==> src/logic/apu_pkg.sv <==
`default_nettype none

package apu_pkg;

  // register offsets within the 0x4000 page
  localparam logic [4:0] reg_pulse0_ctl = 5'h00;
  localparam logic [4:0] reg_pulse0_lo = 5'h02;
  localparam logic [4:0] reg_pulse0_hi = 5'h03;
  localparam logic [4:0] reg_pulse1_ctl = 5'h04;
  localparam logic [4:0] reg_pulse1_lo = 5'h06;
  localparam logic [4:0] reg_pulse1_hi = 5'h07;
  localparam logic [4:0] reg_noise_ctl = 5'h0C;
  localparam logic [4:0] reg_noise_period = 5'h0E;
  localparam logic [4:0] reg_noise_length = 5'h0F;
  localparam logic [4:0] reg_status = 5'h15;
  localparam logic [4:0] reg_frame = 5'h17;

  // linear mixer weights, full scale stays below 16 bits
  localparam logic [15:0] pulse_weight = 16'd752;
  localparam logic [15:0] noise_weight = 16'd494;

  localparam logic [7:0] length_lut [32] = '{
    8'd10, 8'd254, 8'd20, 8'd2, 8'd40, 8'd4, 8'd80, 8'd6,
    8'd160, 8'd8, 8'd60, 8'd10, 8'd14, 8'd12, 8'd26, 8'd14,
    8'd12, 8'd16, 8'd24, 8'd18, 8'd48, 8'd20, 8'd96, 8'd22,
    8'd192, 8'd24, 8'd72, 8'd26, 8'd16, 8'd28, 8'd32, 8'd30
  };

  localparam logic [11:0] noise_lut [16] = '{
    12'd4, 12'd8, 12'd16, 12'd32, 12'd64, 12'd96, 12'd128, 12'd160,
    12'd202, 12'd254, 12'd380, 12'd508, 12'd762, 12'd1016, 12'd2034, 12'd4068
  };

  function automatic logic [7:0] length_table(input logic [4:0] idx);
    return length_lut[idx];
  endfunction

  function automatic logic [11:0] noise_period(input logic [3:0] idx);
    return noise_lut[idx];
  endfunction

  // step 0 is the leftmost bit of each pattern
  function automatic logic duty_pattern(input logic [1:0] duty, input logic [2:0] step);
    logic [7:0] pattern;
    case (duty)
      2'd0: pattern = 8'b0100_0000;
      2'd1: pattern = 8'b0110_0000;
      2'd2: pattern = 8'b0111_1000;
      default: pattern = 8'b1001_1111;
    endcase
    return pattern[3'd7 - step];
  endfunction

endpackage

`default_nettype wire

==> src/logic/apu_regs.sv <==
`timescale 1ns/1ps
`default_nettype none

module apu_regs
  import apu_pkg::*;
(
  input logic clk,
  input logic rst_l,
  input logic cpu_clk_en,
  input logic [4:0] addr,
  input logic [7:0] data_in,
  input logic we,
  input logic re,
  input logic [3:0] length_non_zero,
  input logic frame_irq,
  output logic [7:0] reg_data_out,
  output logic status_read,
  output logic [3:0] enable,
  output logic frame_write,
  output logic frame_mode,
  output logic irq_inhibit,
  output logic [1:0] pulse0_duty,
  output logic pulse0_halt,
  output logic pulse0_const_vol,
  output logic [3:0] pulse0_vol,
  output logic [10:0] pulse0_period,
  output logic [4:0] pulse0_length_idx,
  output logic pulse0_length_load,
  output logic pulse0_env_load,
  output logic [1:0] pulse1_duty,
  output logic pulse1_halt,
  output logic pulse1_const_vol,
  output logic [3:0] pulse1_vol,
  output logic [10:0] pulse1_period,
  output logic [4:0] pulse1_length_idx,
  output logic pulse1_length_load,
  output logic pulse1_env_load,
  output logic noise_halt,
  output logic noise_const_vol,
  output logic [3:0] noise_vol,
  output logic noise_mode,
  output logic [3:0] noise_period_idx,
  output logic [4:0] noise_length_idx,
  output logic noise_length_load,
  output logic noise_env_load
);

  logic [7:0] reg_file [24];

  always_ff @(posedge clk, negedge rst_l) begin
    if (!rst_l) begin
      for (int i = 0; i < 24; i++) begin
        reg_file[i] <= 8'h00;
      end
    end else if (cpu_clk_en && we && (addr <= reg_frame)) begin
      reg_file[addr] <= data_in;
    end
  end

  // strobes are held for one cpu cycle, so the fields are already updated
  always_ff @(posedge clk, negedge rst_l) begin
    if (!rst_l) begin
      pulse0_length_load <= 1'b0;
      pulse0_env_load <= 1'b0;
      pulse1_length_load <= 1'b0;
      pulse1_env_load <= 1'b0;
      noise_length_load <= 1'b0;
      noise_env_load <= 1'b0;
      frame_write <= 1'b0;
      enable <= 4'h0;
      reg_data_out <= 8'h00;
    end else if (cpu_clk_en) begin
      pulse0_length_load <= we && (addr == reg_pulse0_hi);
      pulse0_env_load <= we && (addr == reg_pulse0_ctl);
      pulse1_length_load <= we && (addr == reg_pulse1_hi);
      pulse1_env_load <= we && (addr == reg_pulse1_ctl);
      noise_length_load <= we && (addr == reg_noise_length);
      noise_env_load <= we && (addr == reg_noise_ctl);
      frame_write <= we && (addr == reg_frame);
      if (we && (addr == reg_status)) begin
        enable <= data_in[3:0];
      end
      if (re) begin
        reg_data_out <= (addr == reg_status) ? {1'b0, frame_irq, 2'b00, length_non_zero} :
                                               8'h00;
      end
    end
  end

  // frame counter qualifies this with cpu_clk_en
  assign status_read = re && (addr == reg_status);

  assign frame_mode = reg_file[reg_frame][7];
  assign irq_inhibit = reg_file[reg_frame][6];

  assign pulse0_duty = reg_file[reg_pulse0_ctl][7:6];
  assign pulse0_halt = reg_file[reg_pulse0_ctl][5];
  assign pulse0_const_vol = reg_file[reg_pulse0_ctl][4];
  assign pulse0_vol = reg_file[reg_pulse0_ctl][3:0];
  assign pulse0_period = {reg_file[reg_pulse0_hi][2:0], reg_file[reg_pulse0_lo]};
  assign pulse0_length_idx = reg_file[reg_pulse0_hi][7:3];

  assign pulse1_duty = reg_file[reg_pulse1_ctl][7:6];
  assign pulse1_halt = reg_file[reg_pulse1_ctl][5];
  assign pulse1_const_vol = reg_file[reg_pulse1_ctl][4];
  assign pulse1_vol = reg_file[reg_pulse1_ctl][3:0];
  assign pulse1_period = {reg_file[reg_pulse1_hi][2:0], reg_file[reg_pulse1_lo]};
  assign pulse1_length_idx = reg_file[reg_pulse1_hi][7:3];

  assign noise_halt = reg_file[reg_noise_ctl][5];
  assign noise_const_vol = reg_file[reg_noise_ctl][4];
  assign noise_vol = reg_file[reg_noise_ctl][3:0];
  assign noise_mode = reg_file[reg_noise_period][7];
  assign noise_period_idx = reg_file[reg_noise_period][3:0];
  assign noise_length_idx = reg_file[reg_noise_length][7:3];

endmodule

`default_nettype wire

==> src/logic/frame_counter.sv <==
`timescale 1ns/1ps
`default_nettype none

module frame_counter (
  input logic clk,
  input logic rst_l,
  input logic apu_clk_en,
  input logic cpu_clk_en,
  input logic frame_write,
  input logic frame_mode,
  input logic irq_inhibit,
  input logic status_read,
  output logic quarter_tick,
  output logic half_tick,
  output logic frame_irq
);

  // step points in apu cycles after the frame write
  localparam logic [14:0] step1 = 15'd3729;
  localparam logic [14:0] step2 = 15'd7457;
  localparam logic [14:0] step3 = 15'd11186;
  localparam logic [14:0] step4 = 15'd14915;
  localparam logic [14:0] step5 = 15'd18641;

  logic [14:0] count;
  logic [14:0] count_next;
  logic last_step;
  logic half_hit;
  logic quarter_hit;
  logic irq_hit;

  assign count_next = count + 15'd1;

  // frame_mode high selects the 5-step sequence
  always_comb begin
    last_step = frame_mode ? (count_next == step5) : (count_next == step4);
    half_hit = (count_next == step2) || last_step;
    quarter_hit = (count_next == step1) || (count_next == step3) || half_hit;
    irq_hit = !frame_mode && !irq_inhibit && (count_next == step4);
  end

  always_ff @(posedge clk, negedge rst_l) begin
    if (!rst_l) begin
      count <= 15'd0;
      quarter_tick <= 1'b0;
      half_tick <= 1'b0;
    end else begin
      quarter_tick <= apu_clk_en && quarter_hit;
      half_tick <= apu_clk_en && half_hit;
      if (cpu_clk_en && frame_write) begin
        count <= 15'd0;
      end else if (apu_clk_en) begin
        count <= last_step ? 15'd0 : count_next;
      end
    end
  end

  // setting wins over a clear on the same edge
  always_ff @(posedge clk, negedge rst_l) begin
    if (!rst_l) begin
      frame_irq <= 1'b0;
    end else if (apu_clk_en && irq_hit) begin
      frame_irq <= 1'b1;
    end else if (cpu_clk_en && (status_read || (frame_write && irq_inhibit))) begin
      frame_irq <= 1'b0;
    end
  end

endmodule

`default_nettype wire

==> src/logic/pulse_channel.sv <==
`timescale 1ns/1ps
`default_nettype none

module pulse_channel
  import apu_pkg::*;
(
  input logic clk,
  input logic rst_l,
  input logic apu_clk_en,
  input logic cpu_clk_en,
  input logic quarter_tick,
  input logic half_tick,
  input logic enable,
  input logic [1:0] duty,
  input logic halt,
  input logic const_vol,
  input logic [3:0] vol,
  input logic [10:0] period,
  input logic [4:0] length_idx,
  input logic length_load,
  input logic env_load,
  output logic length_non_zero,
  output logic [3:0] level
);

  logic [10:0] timer;
  logic [2:0] seq_step;
  logic env_start;
  logic [3:0] env_div;
  logic [3:0] env_decay;
  logic [7:0] length;
  logic load_now;
  logic env_now;

  // strobes last a whole cpu cycle, act on them once
  assign load_now = cpu_clk_en && length_load;
  assign env_now = cpu_clk_en && env_load;

  // a length write also restarts the duty sequence
  always_ff @(posedge clk, negedge rst_l) begin
    if (!rst_l) begin
      timer <= 11'd0;
      seq_step <= 3'd0;
    end else if (load_now) begin
      seq_step <= 3'd0;
    end else if (apu_clk_en) begin
      if (timer == 11'd0) begin
        timer <= period;
        seq_step <= seq_step + 3'd1;
      end else begin
        timer <= timer - 11'd1;
      end
    end
  end

  always_ff @(posedge clk, negedge rst_l) begin
    if (!rst_l) begin
      env_start <= 1'b0;
      env_div <= 4'd0;
      env_decay <= 4'd0;
    end else if (env_now) begin
      env_start <= 1'b1;
    end else if (quarter_tick) begin
      if (env_start) begin
        env_start <= 1'b0;
        env_decay <= 4'd15;
        env_div <= vol;
      end else if (env_div == 4'd0) begin
        env_div <= vol;
        // halt doubles as the envelope loop flag
        if (env_decay != 4'd0) begin
          env_decay <= env_decay - 4'd1;
        end else if (halt) begin
          env_decay <= 4'd15;
        end
      end else begin
        env_div <= env_div - 4'd1;
      end
    end
  end

  always_ff @(posedge clk, negedge rst_l) begin
    if (!rst_l) begin
      length <= 8'd0;
    end else if (!enable) begin
      length <= 8'd0;
    end else if (load_now) begin
      length <= length_table(length_idx);
    end else if (half_tick && !halt && (length != 8'd0)) begin
      length <= length - 8'd1;
    end
  end

  assign length_non_zero = (length != 8'd0);

  // periods below 8 would alias above audible range, mute them
  always_ff @(posedge clk, negedge rst_l) begin
    if (!rst_l) begin
      level <= 4'd0;
    end else if ((length == 8'd0) || (period < 11'd8) || !duty_pattern(duty, seq_step)) begin
      level <= 4'd0;
    end else begin
      level <= const_vol ? vol : env_decay;
    end
  end

endmodule

`default_nettype wire

==> src/logic/noise_channel.sv <==
`timescale 1ns/1ps
`default_nettype none

module noise_channel
  import apu_pkg::*;
(
  input logic clk,
  input logic rst_l,
  input logic apu_clk_en,
  input logic quarter_tick,
  input logic half_tick,
  input logic enable,
  input logic halt,
  input logic const_vol,
  input logic [3:0] vol,
  input logic mode,
  input logic [3:0] period_idx,
  input logic [4:0] length_idx,
  input logic length_load,
  input logic env_load,
  output logic length_non_zero,
  output logic [3:0] level
);

  logic [11:0] timer;
  logic [14:0] lfsr;
  logic feedback;
  logic env_start;
  logic [3:0] env_div;
  logic [3:0] env_decay;
  logic [7:0] length;

  // short mode taps bit 6 for the metallic 93-step sequence
  assign feedback = lfsr[0] ^ (mode ? lfsr[6] : lfsr[1]);

  always_ff @(posedge clk, negedge rst_l) begin
    if (!rst_l) begin
      timer <= 12'd0;
      lfsr <= 15'd1;
    end else if (apu_clk_en) begin
      if (timer == 12'd0) begin
        timer <= noise_period(period_idx);
        lfsr <= {feedback, lfsr[14:1]};
      end else begin
        timer <= timer - 12'd1;
      end
    end
  end

  always_ff @(posedge clk, negedge rst_l) begin
    if (!rst_l) begin
      env_start <= 1'b0;
      env_div <= 4'd0;
      env_decay <= 4'd0;
    end else if (env_load) begin
      env_start <= 1'b1;
    end else if (quarter_tick) begin
      if (env_start) begin
        env_start <= 1'b0;
        env_decay <= 4'd15;
        env_div <= vol;
      end else if (env_div == 4'd0) begin
        env_div <= vol;
        if (env_decay != 4'd0) begin
          env_decay <= env_decay - 4'd1;
        end else if (halt) begin
          env_decay <= 4'd15;
        end
      end else begin
        env_div <= env_div - 4'd1;
      end
    end
  end

  always_ff @(posedge clk, negedge rst_l) begin
    if (!rst_l) begin
      length <= 8'd0;
    end else if (!enable) begin
      length <= 8'd0;
    end else if (length_load) begin
      length <= length_table(length_idx);
    end else if (half_tick && !halt && (length != 8'd0)) begin
      length <= length - 8'd1;
    end
  end

  assign length_non_zero = (length != 8'd0);

  always_ff @(posedge clk, negedge rst_l) begin
    if (!rst_l) begin
      level <= 4'd0;
    end else if ((length == 8'd0) || lfsr[0]) begin
      level <= 4'd0;
    end else begin
      level <= const_vol ? vol : env_decay;
    end
  end

endmodule

`default_nettype wire

==> src/logic/apu_mixer.sv <==
`timescale 1ns/1ps
`default_nettype none

module apu_mixer
  import apu_pkg::*;
(
  input logic clk,
  input logic rst_l,
  input logic [3:0] pulse0,
  input logic [3:0] pulse1,
  input logic [3:0] noise,
  output logic [15:0] audio_out
);

  logic [15:0] pulse_sum;
  logic [15:0] noise_ext;
  logic [15:0] mix;

  assign pulse_sum = {12'd0, pulse0} + {12'd0, pulse1};
  assign noise_ext = {12'd0, noise};

  // largest sum is 30 * 752 + 15 * 494, no overflow
  assign mix = pulse_sum * pulse_weight + noise_ext * noise_weight;

  always_ff @(posedge clk, negedge rst_l) begin
    if (!rst_l) begin
      audio_out <= 16'd0;
    end else begin
      audio_out <= mix;
    end
  end

endmodule

`default_nettype wire

==> src/logic/apu.sv <==
`timescale 1ns/1ps
`default_nettype none

module apu (
  input logic clk,
  input logic rst_l,
  input logic cpu_clk_en,
  input logic apu_clk_en,
  input logic [4:0] addr,
  input logic [7:0] data_in,
  input logic we,
  input logic re,
  output logic [7:0] reg_data_out,
  output logic irq_l,
  output logic [15:0] audio_out
);

  logic [3:0] enable;
  logic [3:0] length_non_zero;
  logic status_read;
  logic frame_write;
  logic frame_mode;
  logic irq_inhibit;
  logic quarter_tick;
  logic half_tick;
  logic frame_irq;

  logic [1:0] pulse0_duty;
  logic pulse0_halt;
  logic pulse0_const_vol;
  logic [3:0] pulse0_vol;
  logic [10:0] pulse0_period;
  logic [4:0] pulse0_length_idx;
  logic pulse0_length_load;
  logic pulse0_env_load;
  logic [3:0] pulse0_level;

  logic [1:0] pulse1_duty;
  logic pulse1_halt;
  logic pulse1_const_vol;
  logic [3:0] pulse1_vol;
  logic [10:0] pulse1_period;
  logic [4:0] pulse1_length_idx;
  logic pulse1_length_load;
  logic pulse1_env_load;
  logic [3:0] pulse1_level;

  logic noise_halt;
  logic noise_const_vol;
  logic [3:0] noise_vol;
  logic noise_mode;
  logic [3:0] noise_period_idx;
  logic [4:0] noise_length_idx;
  logic noise_length_load;
  logic noise_env_load;
  logic [3:0] noise_level;

  // bit 2 is the triangle slot, not built here
  assign length_non_zero[2] = 1'b0;
  assign irq_l = ~frame_irq;

  apu_regs regs_inst (
    .clk(clk), .rst_l(rst_l), .cpu_clk_en(cpu_clk_en),
    .addr(addr), .data_in(data_in), .we(we), .re(re),
    .length_non_zero(length_non_zero), .frame_irq(frame_irq),
    .reg_data_out(reg_data_out), .status_read(status_read), .enable(enable),
    .frame_write(frame_write), .frame_mode(frame_mode), .irq_inhibit(irq_inhibit),
    .pulse0_duty(pulse0_duty), .pulse0_halt(pulse0_halt),
    .pulse0_const_vol(pulse0_const_vol), .pulse0_vol(pulse0_vol),
    .pulse0_period(pulse0_period), .pulse0_length_idx(pulse0_length_idx),
    .pulse0_length_load(pulse0_length_load), .pulse0_env_load(pulse0_env_load),
    .pulse1_duty(pulse1_duty), .pulse1_halt(pulse1_halt),
    .pulse1_const_vol(pulse1_const_vol), .pulse1_vol(pulse1_vol),
    .pulse1_period(pulse1_period), .pulse1_length_idx(pulse1_length_idx),
    .pulse1_length_load(pulse1_length_load), .pulse1_env_load(pulse1_env_load),
    .noise_halt(noise_halt), .noise_const_vol(noise_const_vol), .noise_vol(noise_vol),
    .noise_mode(noise_mode), .noise_period_idx(noise_period_idx),
    .noise_length_idx(noise_length_idx), .noise_length_load(noise_length_load),
    .noise_env_load(noise_env_load)
  );

  frame_counter frame_inst (
    .clk(clk), .rst_l(rst_l), .apu_clk_en(apu_clk_en), .cpu_clk_en(cpu_clk_en),
    .frame_write(frame_write), .frame_mode(frame_mode), .irq_inhibit(irq_inhibit),
    .status_read(status_read), .quarter_tick(quarter_tick), .half_tick(half_tick),
    .frame_irq(frame_irq)
  );

  pulse_channel pulse0_inst (
    .clk(clk), .rst_l(rst_l), .apu_clk_en(apu_clk_en), .cpu_clk_en(cpu_clk_en),
    .quarter_tick(quarter_tick), .half_tick(half_tick), .enable(enable[0]),
    .duty(pulse0_duty), .halt(pulse0_halt), .const_vol(pulse0_const_vol),
    .vol(pulse0_vol), .period(pulse0_period), .length_idx(pulse0_length_idx),
    .length_load(pulse0_length_load), .env_load(pulse0_env_load),
    .length_non_zero(length_non_zero[0]), .level(pulse0_level)
  );

  pulse_channel pulse1_inst (
    .clk(clk), .rst_l(rst_l), .apu_clk_en(apu_clk_en), .cpu_clk_en(cpu_clk_en),
    .quarter_tick(quarter_tick), .half_tick(half_tick), .enable(enable[1]),
    .duty(pulse1_duty), .halt(pulse1_halt), .const_vol(pulse1_const_vol),
    .vol(pulse1_vol), .period(pulse1_period), .length_idx(pulse1_length_idx),
    .length_load(pulse1_length_load), .env_load(pulse1_env_load),
    .length_non_zero(length_non_zero[1]), .level(pulse1_level)
  );

  noise_channel noise_inst (
    .clk(clk), .rst_l(rst_l), .apu_clk_en(apu_clk_en),
    .quarter_tick(quarter_tick), .half_tick(half_tick), .enable(enable[3]),
    .halt(noise_halt), .const_vol(noise_const_vol), .vol(noise_vol),
    .mode(noise_mode), .period_idx(noise_period_idx), .length_idx(noise_length_idx),
    .length_load(noise_length_load), .env_load(noise_env_load),
    .length_non_zero(length_non_zero[3]), .level(noise_level)
  );

  apu_mixer mixer_inst (
    .clk(clk), .rst_l(rst_l), .pulse0(pulse0_level), .pulse1(pulse1_level),
    .noise(noise_level), .audio_out(audio_out)
  );

endmodule

`default_nettype wire

==> config.mk <==
export PLATFORM = sky130hd
export DESIGN_NAME = apu
export DESIGN_NICKNAME = d
export VERILOG_FILES = /design/src/logic/apu_pkg.sv /design/src/logic/apu_regs.sv /design/src/logic/frame_counter.sv /design/src/logic/pulse_channel.sv /design/src/logic/noise_channel.sv /design/src/logic/apu_mixer.sv /design/src/logic/apu.sv
export SDC_FILE = /design/constraint.sdc
export NUM_CORES = 1
export LEC_CHECK = 0
export BUFFER_PORTS_ARGS = -buffer_cell sky130_fd_sc_hd__buf_2
export CAP_MARGIN = 20
export CORE_MARGIN = 1.5
export CORE_UTILIZATION = 29
export DETAILED_ROUTE_END_ITERATION = 12
export HOLD_SLACK_MARGIN = 0.15
export SKIP_CTS_REPAIR_TIMING = 1
export SLEW_MARGIN = 10
export SYNTH_ARGS = -nofsm -noshare
export SYNTH_HDL_FRONTEND = slang
export SYNTH_SLANG_ARGS = --single-unit
==> constraint.sdc <==
create_clock -name clk -period 4.8 [get_ports clk]
set_clock_uncertainty 0.15 [all_clocks]
set_input_delay 0.96 -clock clk [delete_from_list [all_inputs] [get_ports clk]]
set_output_delay 0.96 -clock clk [all_outputs]
set_load 0.01 [all_outputs]
---- Word level (Yosys, flattened, before mapping) ----
Memories as Yosys holds them, arrays and structs flattened.
Cells that the tools add are included.
Widths: inputs -> output; s select.
storage, ports and cells
  bits in registers ....................... 363
  output and inout port bits .............. 25
  RAM bits ................................ 0
  memories kept ........................... 4
  logic and storage cells ................. 289
  bits in latches ......................... 0
  ROM bits ................................ 960
  bits of input ports ..................... 19
cells by class
  $lt $le $gt $ge ......................... 11
  multipliers ............................. 2
  reductions and logical operators ........ 92
  shift operators ......................... 0
  bitwise logic cells ..................... 12
  div/mod/pow operators ................... 0
  mux-type cells .......................... 71
  add/sub/neg operators ................... 19
  equality and inequality tests ........... 19
memory list
  memory            depth  bits a word  rd ports  clocked after Yosys merged registers in  wr ports  line           source
  (name not given)  32     8            1         0                                        0         apu_pkg.sv:35  return length_lut[idx];
  (name not given)  32     8            1         0                                        0         apu_pkg.sv:35
  (name not given)  32     8            1         0                                        0         apu_pkg.sv:35
  (name not given)  16     12           1         0                                        0         apu_pkg.sv:39  return noise_lut[idx];
operators with widths
  cell                   count
  $bwmux 192             1
  $mux 8                 16
  $mux 4                 24
  $pmux 8 s3             2
  $mux 15                3
  $demux 8 s5            1
  $mux 12                3
  $eq 15x14->1 const B   2
  $logic_and 1x1->1      30
  $ge 6x6->1 const B     4
  $logic_not 8->1        3
  $not 5->6              4
  $reduce_bool 2->1      12
  $reduce_bool 8->1      3
  $sub 4x1->4 const B    6
  $sub 8x1->8 const B    3
  $logic_not 11->1       2
  $lt 11x4->1 const B    2
  $mux 11                2
  $sub 11x1->11 const B  2
  $reduce_and 2->1       10
  $mux 3                 6
  $add 16x16->16         1
  $mul 16x6->12 const B  1
  36 further kinds       83

---- Longest topological paths before layout ----
  depth after elaboration ................. 7
  mapped depth ............................ 21
  depth with buffers taken out ............ 21

---- Cells and area by module ----
From an unflattened synthesis, not the netlist that was laid out.
second synthesis, totals
  cell total of the unflattened synthesis .. 1533
  area total of the unflattened synthesis .. 15061.9 sq um
by module, submodules not included
  module         instances  cells an instance  area each (sq um)
  pulse_channel  2          295                2553.7
  apu_regs       1          212                3201.8
  noise_channel  1          318                3075.4
  apu_mixer      1          234                2220.9
  frame_counter  1          177                1448.9
  apu            1          2                  7.5

---- Worst setup path before layout ----
Ideal clock, no wire load.
  path type ............................... register to register
  start ................................... register pulse1_inst.level[0]
  end ..................................... register mixer_inst.audio_out[13]
  stages on the path, launching flop included .. 19
  setup time .............................. 0.135 ns
  data arrival time ....................... 4.589 ns
  path buffers ............................ 0
  clock period less this slack ............ 4.874 ns
  path slack .............................. -0.074 ns
  path through ............................ dfrtp_1 > ha_1 > fa_1 > a21o_1 > a21o_1 > inv_1 > fa_1 > xor2_1 > ha_1 > a21o_1 > fa_1 > ha_1 > o21ai_0 > nor2b_1 > xnor2_1 > ha_1 > o41ai_1 > o21ai_0 > xor2_1
on the way
  longest elaborated chain between the ends .. 3
RTL lines
  item                          line                  source
  start, declared               pulse_channel.sv:23   output logic [3:0] level
  start signal, assigned        pulse_channel.sv:103  level <= const_vol ? vol : env_decay;
  $add 4x4->5                   apu_mixer.sv:19       assign pulse_sum = {12'd0, pulse0} + {12'd0, pulse1};
  $mul 16x6->12                 apu_mixer.sv:23       assign mix = pulse_sum * pulse_weight + noise_ext * noise_weight;
  $add 16x16->16                apu_mixer.sv:23
  named net mixer_inst.mix[13]  apu_mixer.sv:17       logic [15:0] mix;
  end signal, assigned          apu_mixer.sv:29       audio_out <= mix;
  end, declared                 apu_mixer.sv:12       output logic [15:0] audio_out
The timed path passes the listed nets, and every way through them passes these cells.
A chain may end at the register's enable or synchronous reset.

---- Final worst setup path ----
  start ................................... register pulse1_inst.level[1]
  end ..................................... register mixer_inst.audio_out[14]
The elaborated chain is that of the path after synthesis.

==> summary.txt <==
Sw Pwr: 1.64 mW
Filler cells: 4931
vias in the first global route: 11000
Logic pwr share: 16.0%
Synth area leader: dfrtp_1
post-DR wirelength/cell: 15.0 um
fin area: 16100 um^2
post-route DRC violation count: 0
CP most frequent cell: xnor2_1
synthesis-to-finish area growth: 13.0%
Die X: 224 um
Critical Path Start Type: register
most frequent cell after synthesis: dfrtp_1
Post-synth ARST share: 100%
area of the core: 48000 um^2
largest cells by area after synthesis: dfrtp_1 (40%), ha_1 (8.3%), mux2_2 (6.0%)
cell internal pwr: 3.72 mW
Final period util: 96.8%
Initial DRC Count: 690
die area: 50400 um^2
CTS Sinks: 231
status: finished clean
DP Worst Slack: -0.0896 ns
CP arrival: 4.91 ns
drt total wl: 32700 um
Gate Count Post-Synth: 1517
CTS Buffer Depth: 3
final antenna-violating net count: 0
htree depth: 1
Root Driver: clkbuf_16
min-delay worst type: in2async
TritonCTS clock tree: yes
grt total ovfl: 0
Inserted Diodes: 0
worst path cell trace: ha_1, a21o_1, a21oi_2, xnor2_1, inv_1, fa_1, xor2_1, ha_1, a21o_1, fa_1, ha_4, o21ai_2, nor2b_4, xnor2_1, ha_2, o21a_1, o31ai_2, a21oi_2, o21ai_1, xnor2_1
Detailed Place HPWL: 23200 um
Worst path max stage delay: 0.48 ns
Max IR drop VDD: 0.252 mV
share of cells above drive strength 1: 14.5%
global-route usage over all layers: 13.2%
Syn Std Cell Area: 14200 um^2
synthesized area per cell: 9.37 um^2
family with the most delay on the worst path: adder cells
Final Max Tran Viols: 0
DR pass1 iterations: 5
CP endpoint kind: register
clock power share: 38.4%
Tmin final: 4.65 ns
Seq/Total Area, Yosys: 40.7%
Util after Layout: 33.4%
I/O pin total: 44
Max-cap violations: 0
number of library cell types mapped by synthesis: 86
Initial Util: 29.6%
Power, Total: 5.36 mW
Final Hold Vio Count: 0
Hold Slack: 0.304 ns
initial antenna violation count: 3
kind of critical path: reg2reg
Via-to-Cell Ratio: 5.11
max_slew headroom: 32.5%
global-route wire length before repair: 55200 um
Top FF cell, synth: dfrtp_1
clock-pin slew on the worst setup and hold paths: 0.06 ns
Vias: 11100
placed cell areas: 15100 um^2
share of the synthesized area in the top cell type: 40.5%
row count: 80
# setup viols final: 0
PnR worst setup slack: 0.153 ns
RD Place Congestion: 0.851
DIE HEIGHT: 224 um
largest net degree at the start of global routing: 103
sum of buffers and inverters on the critical path: 1
top cells by count, synth: dfrtp_1 (230), nand2_1 (137), nor2_1 (118)
number of flops mapped to enable cells by yosys: 0
Static Leakage: 7.46 nW
Layout Nets: 1674
worst skew pair latency: 0.55 ns
Achievable Freq: 0.215 GHz
Reg power frac: 45.6%
number of synthesized register bits: 231
slew of the pin with the lowest slew margin: 1.01 ns
Worst path slowest cell: fa_1
Port Buffers: 38
CTS Buf Count: 26
maximum fanout along the worst path: 3
Pwr per Cell Area: 334 nW/um^2
Sw Share: 30.5%
Synth warnings: 0
CP required: 5.06 ns
==> layout by cell type (no fill, tap or decap), types with 11 or more instances in the layout <==
master	instances
nor2b_1	12
dfrtp_1	230
nand2_1	137
nand3_1	39
mux2i_1	26
o21ai_0	104
o22ai_1	14
nand4_1	11
o21ai_1	12
nor4_1	16
o211ai_1	17
a22oi_1	12
xor2_1	17
nor3_1	50
a31oi_1	17
clkbuf_16	26
ha_1	90
xnor2_1	34
nor2_1	118
fa_1	14
buf_2	37
mux2_2	76
inv_1	116
a21o_1	17
buf_4	24
a21oi_1	88
==> registers in the layout, indices dropped and copies added (netlist names), 5 cells and up <==
name and cells:
mixer_inst.audio_out 15, frame_inst.count 15, noise_inst.lfsr 15, pulse1_inst.timer 11
regs_inst.pulse1_length_idx 5, noise_inst.length 8, regs_inst.pulse1_period 11, pulse0_inst.length 8
noise_inst.timer 12, regs_inst.noise_length_idx 5, regs_inst.pulse0_period 11, regs_inst.pulse0_length_idx 5
pulse1_inst.length 8, pulse0_inst.timer 11
==> metrics by stage <==
step,std cells,setup TNS [ns]
6_report,2181,0
5_1_grt,2181,-0.184
4_1_cts,2180,-0.310
3_5_place_dp,2132,-0.248
3_3_place_gp,2132,-0.0225
2_1_floorplan,1521,0
==> layer usage <==
metal,vias up,GRT usage (%),wire [um]
met5,-,0,26
met4,4,3.03,595
met3,44,1.89,1310
met2,190,21.2,14800
met1,5446,18.6,15900
li1,5459,-,-
==> cell type report <==
type / instances / area (um^2) / share of cell area [%]
tap: 615 / 769 / 4.79
clock buffer: 36 / 748 / 4.66
clock inverter: 12 / 139 / 0.864
sequential: 231 / 5780 / 36.0
multi-input combinational: 1108 / 7810 / 48.6
timing repair buffer: 62 / 380 / 2.37
inverter: 117 / 439 / 2.73
==> cells by family (layout without fill, tap and decap cells) <==
family	after synthesis	count (layout)	share of synthesized area (%)
AOI/OAI and AO/OA	379	379	16.9
other	1	5	0.0264
muxes	102	102	7.85
xor gates and xnor gates	51	51	3.14
DFF	231	231	40.7
and+or+nand+nor	461	461	15.9
adders and majority gates	110	110	10.5
buffers and inverters	182	227	5.11
==> power groups by stage <==
stage                     clock [mW]  combinational (mW)  sequential (mW)
final                           2.06               0.855             2.44
after global routing            2.20               0.986             2.48
after CTS                       2.12               0.859             2.44
after detailed placement           0               0.854             2.47
after global placement             0               0.828             2.46
after floorplan                    0               0.720             2.33
==> path summary, 6_finish.rpt <==
path,startpoint,to,slack [ns],cells after the start
worst max-delay path,pulse1_inst.level[1]$_DFF_PN0_,mixer_inst.audio_out[14]$_DFF_PN0_,0.15,20
worst min-delay path,rst_l,mixer_inst.audio_out[15]$_DFF_PN0_,0.30,1
worst max register to register,pulse1_inst.level[1]$_DFF_PN0_,mixer_inst.audio_out[14]$_DFF_PN0_,0.15,20
worst min register to register,noise_inst.lfsr[14]$_DFFE_PN0P_,noise_inst.lfsr[14]$_DFFE_PN0P_,0.32,2
max in group asynchronous,rst_l,noise_inst.env_decay[3]$_DFFE_PN0P_,3.28,2
min in group clk,noise_inst.lfsr[14]$_DFFE_PN0P_,noise_inst.lfsr[14]$_DFFE_PN0P_,0.32,2
Note: power is estimated with default switching activity, not from simulation.
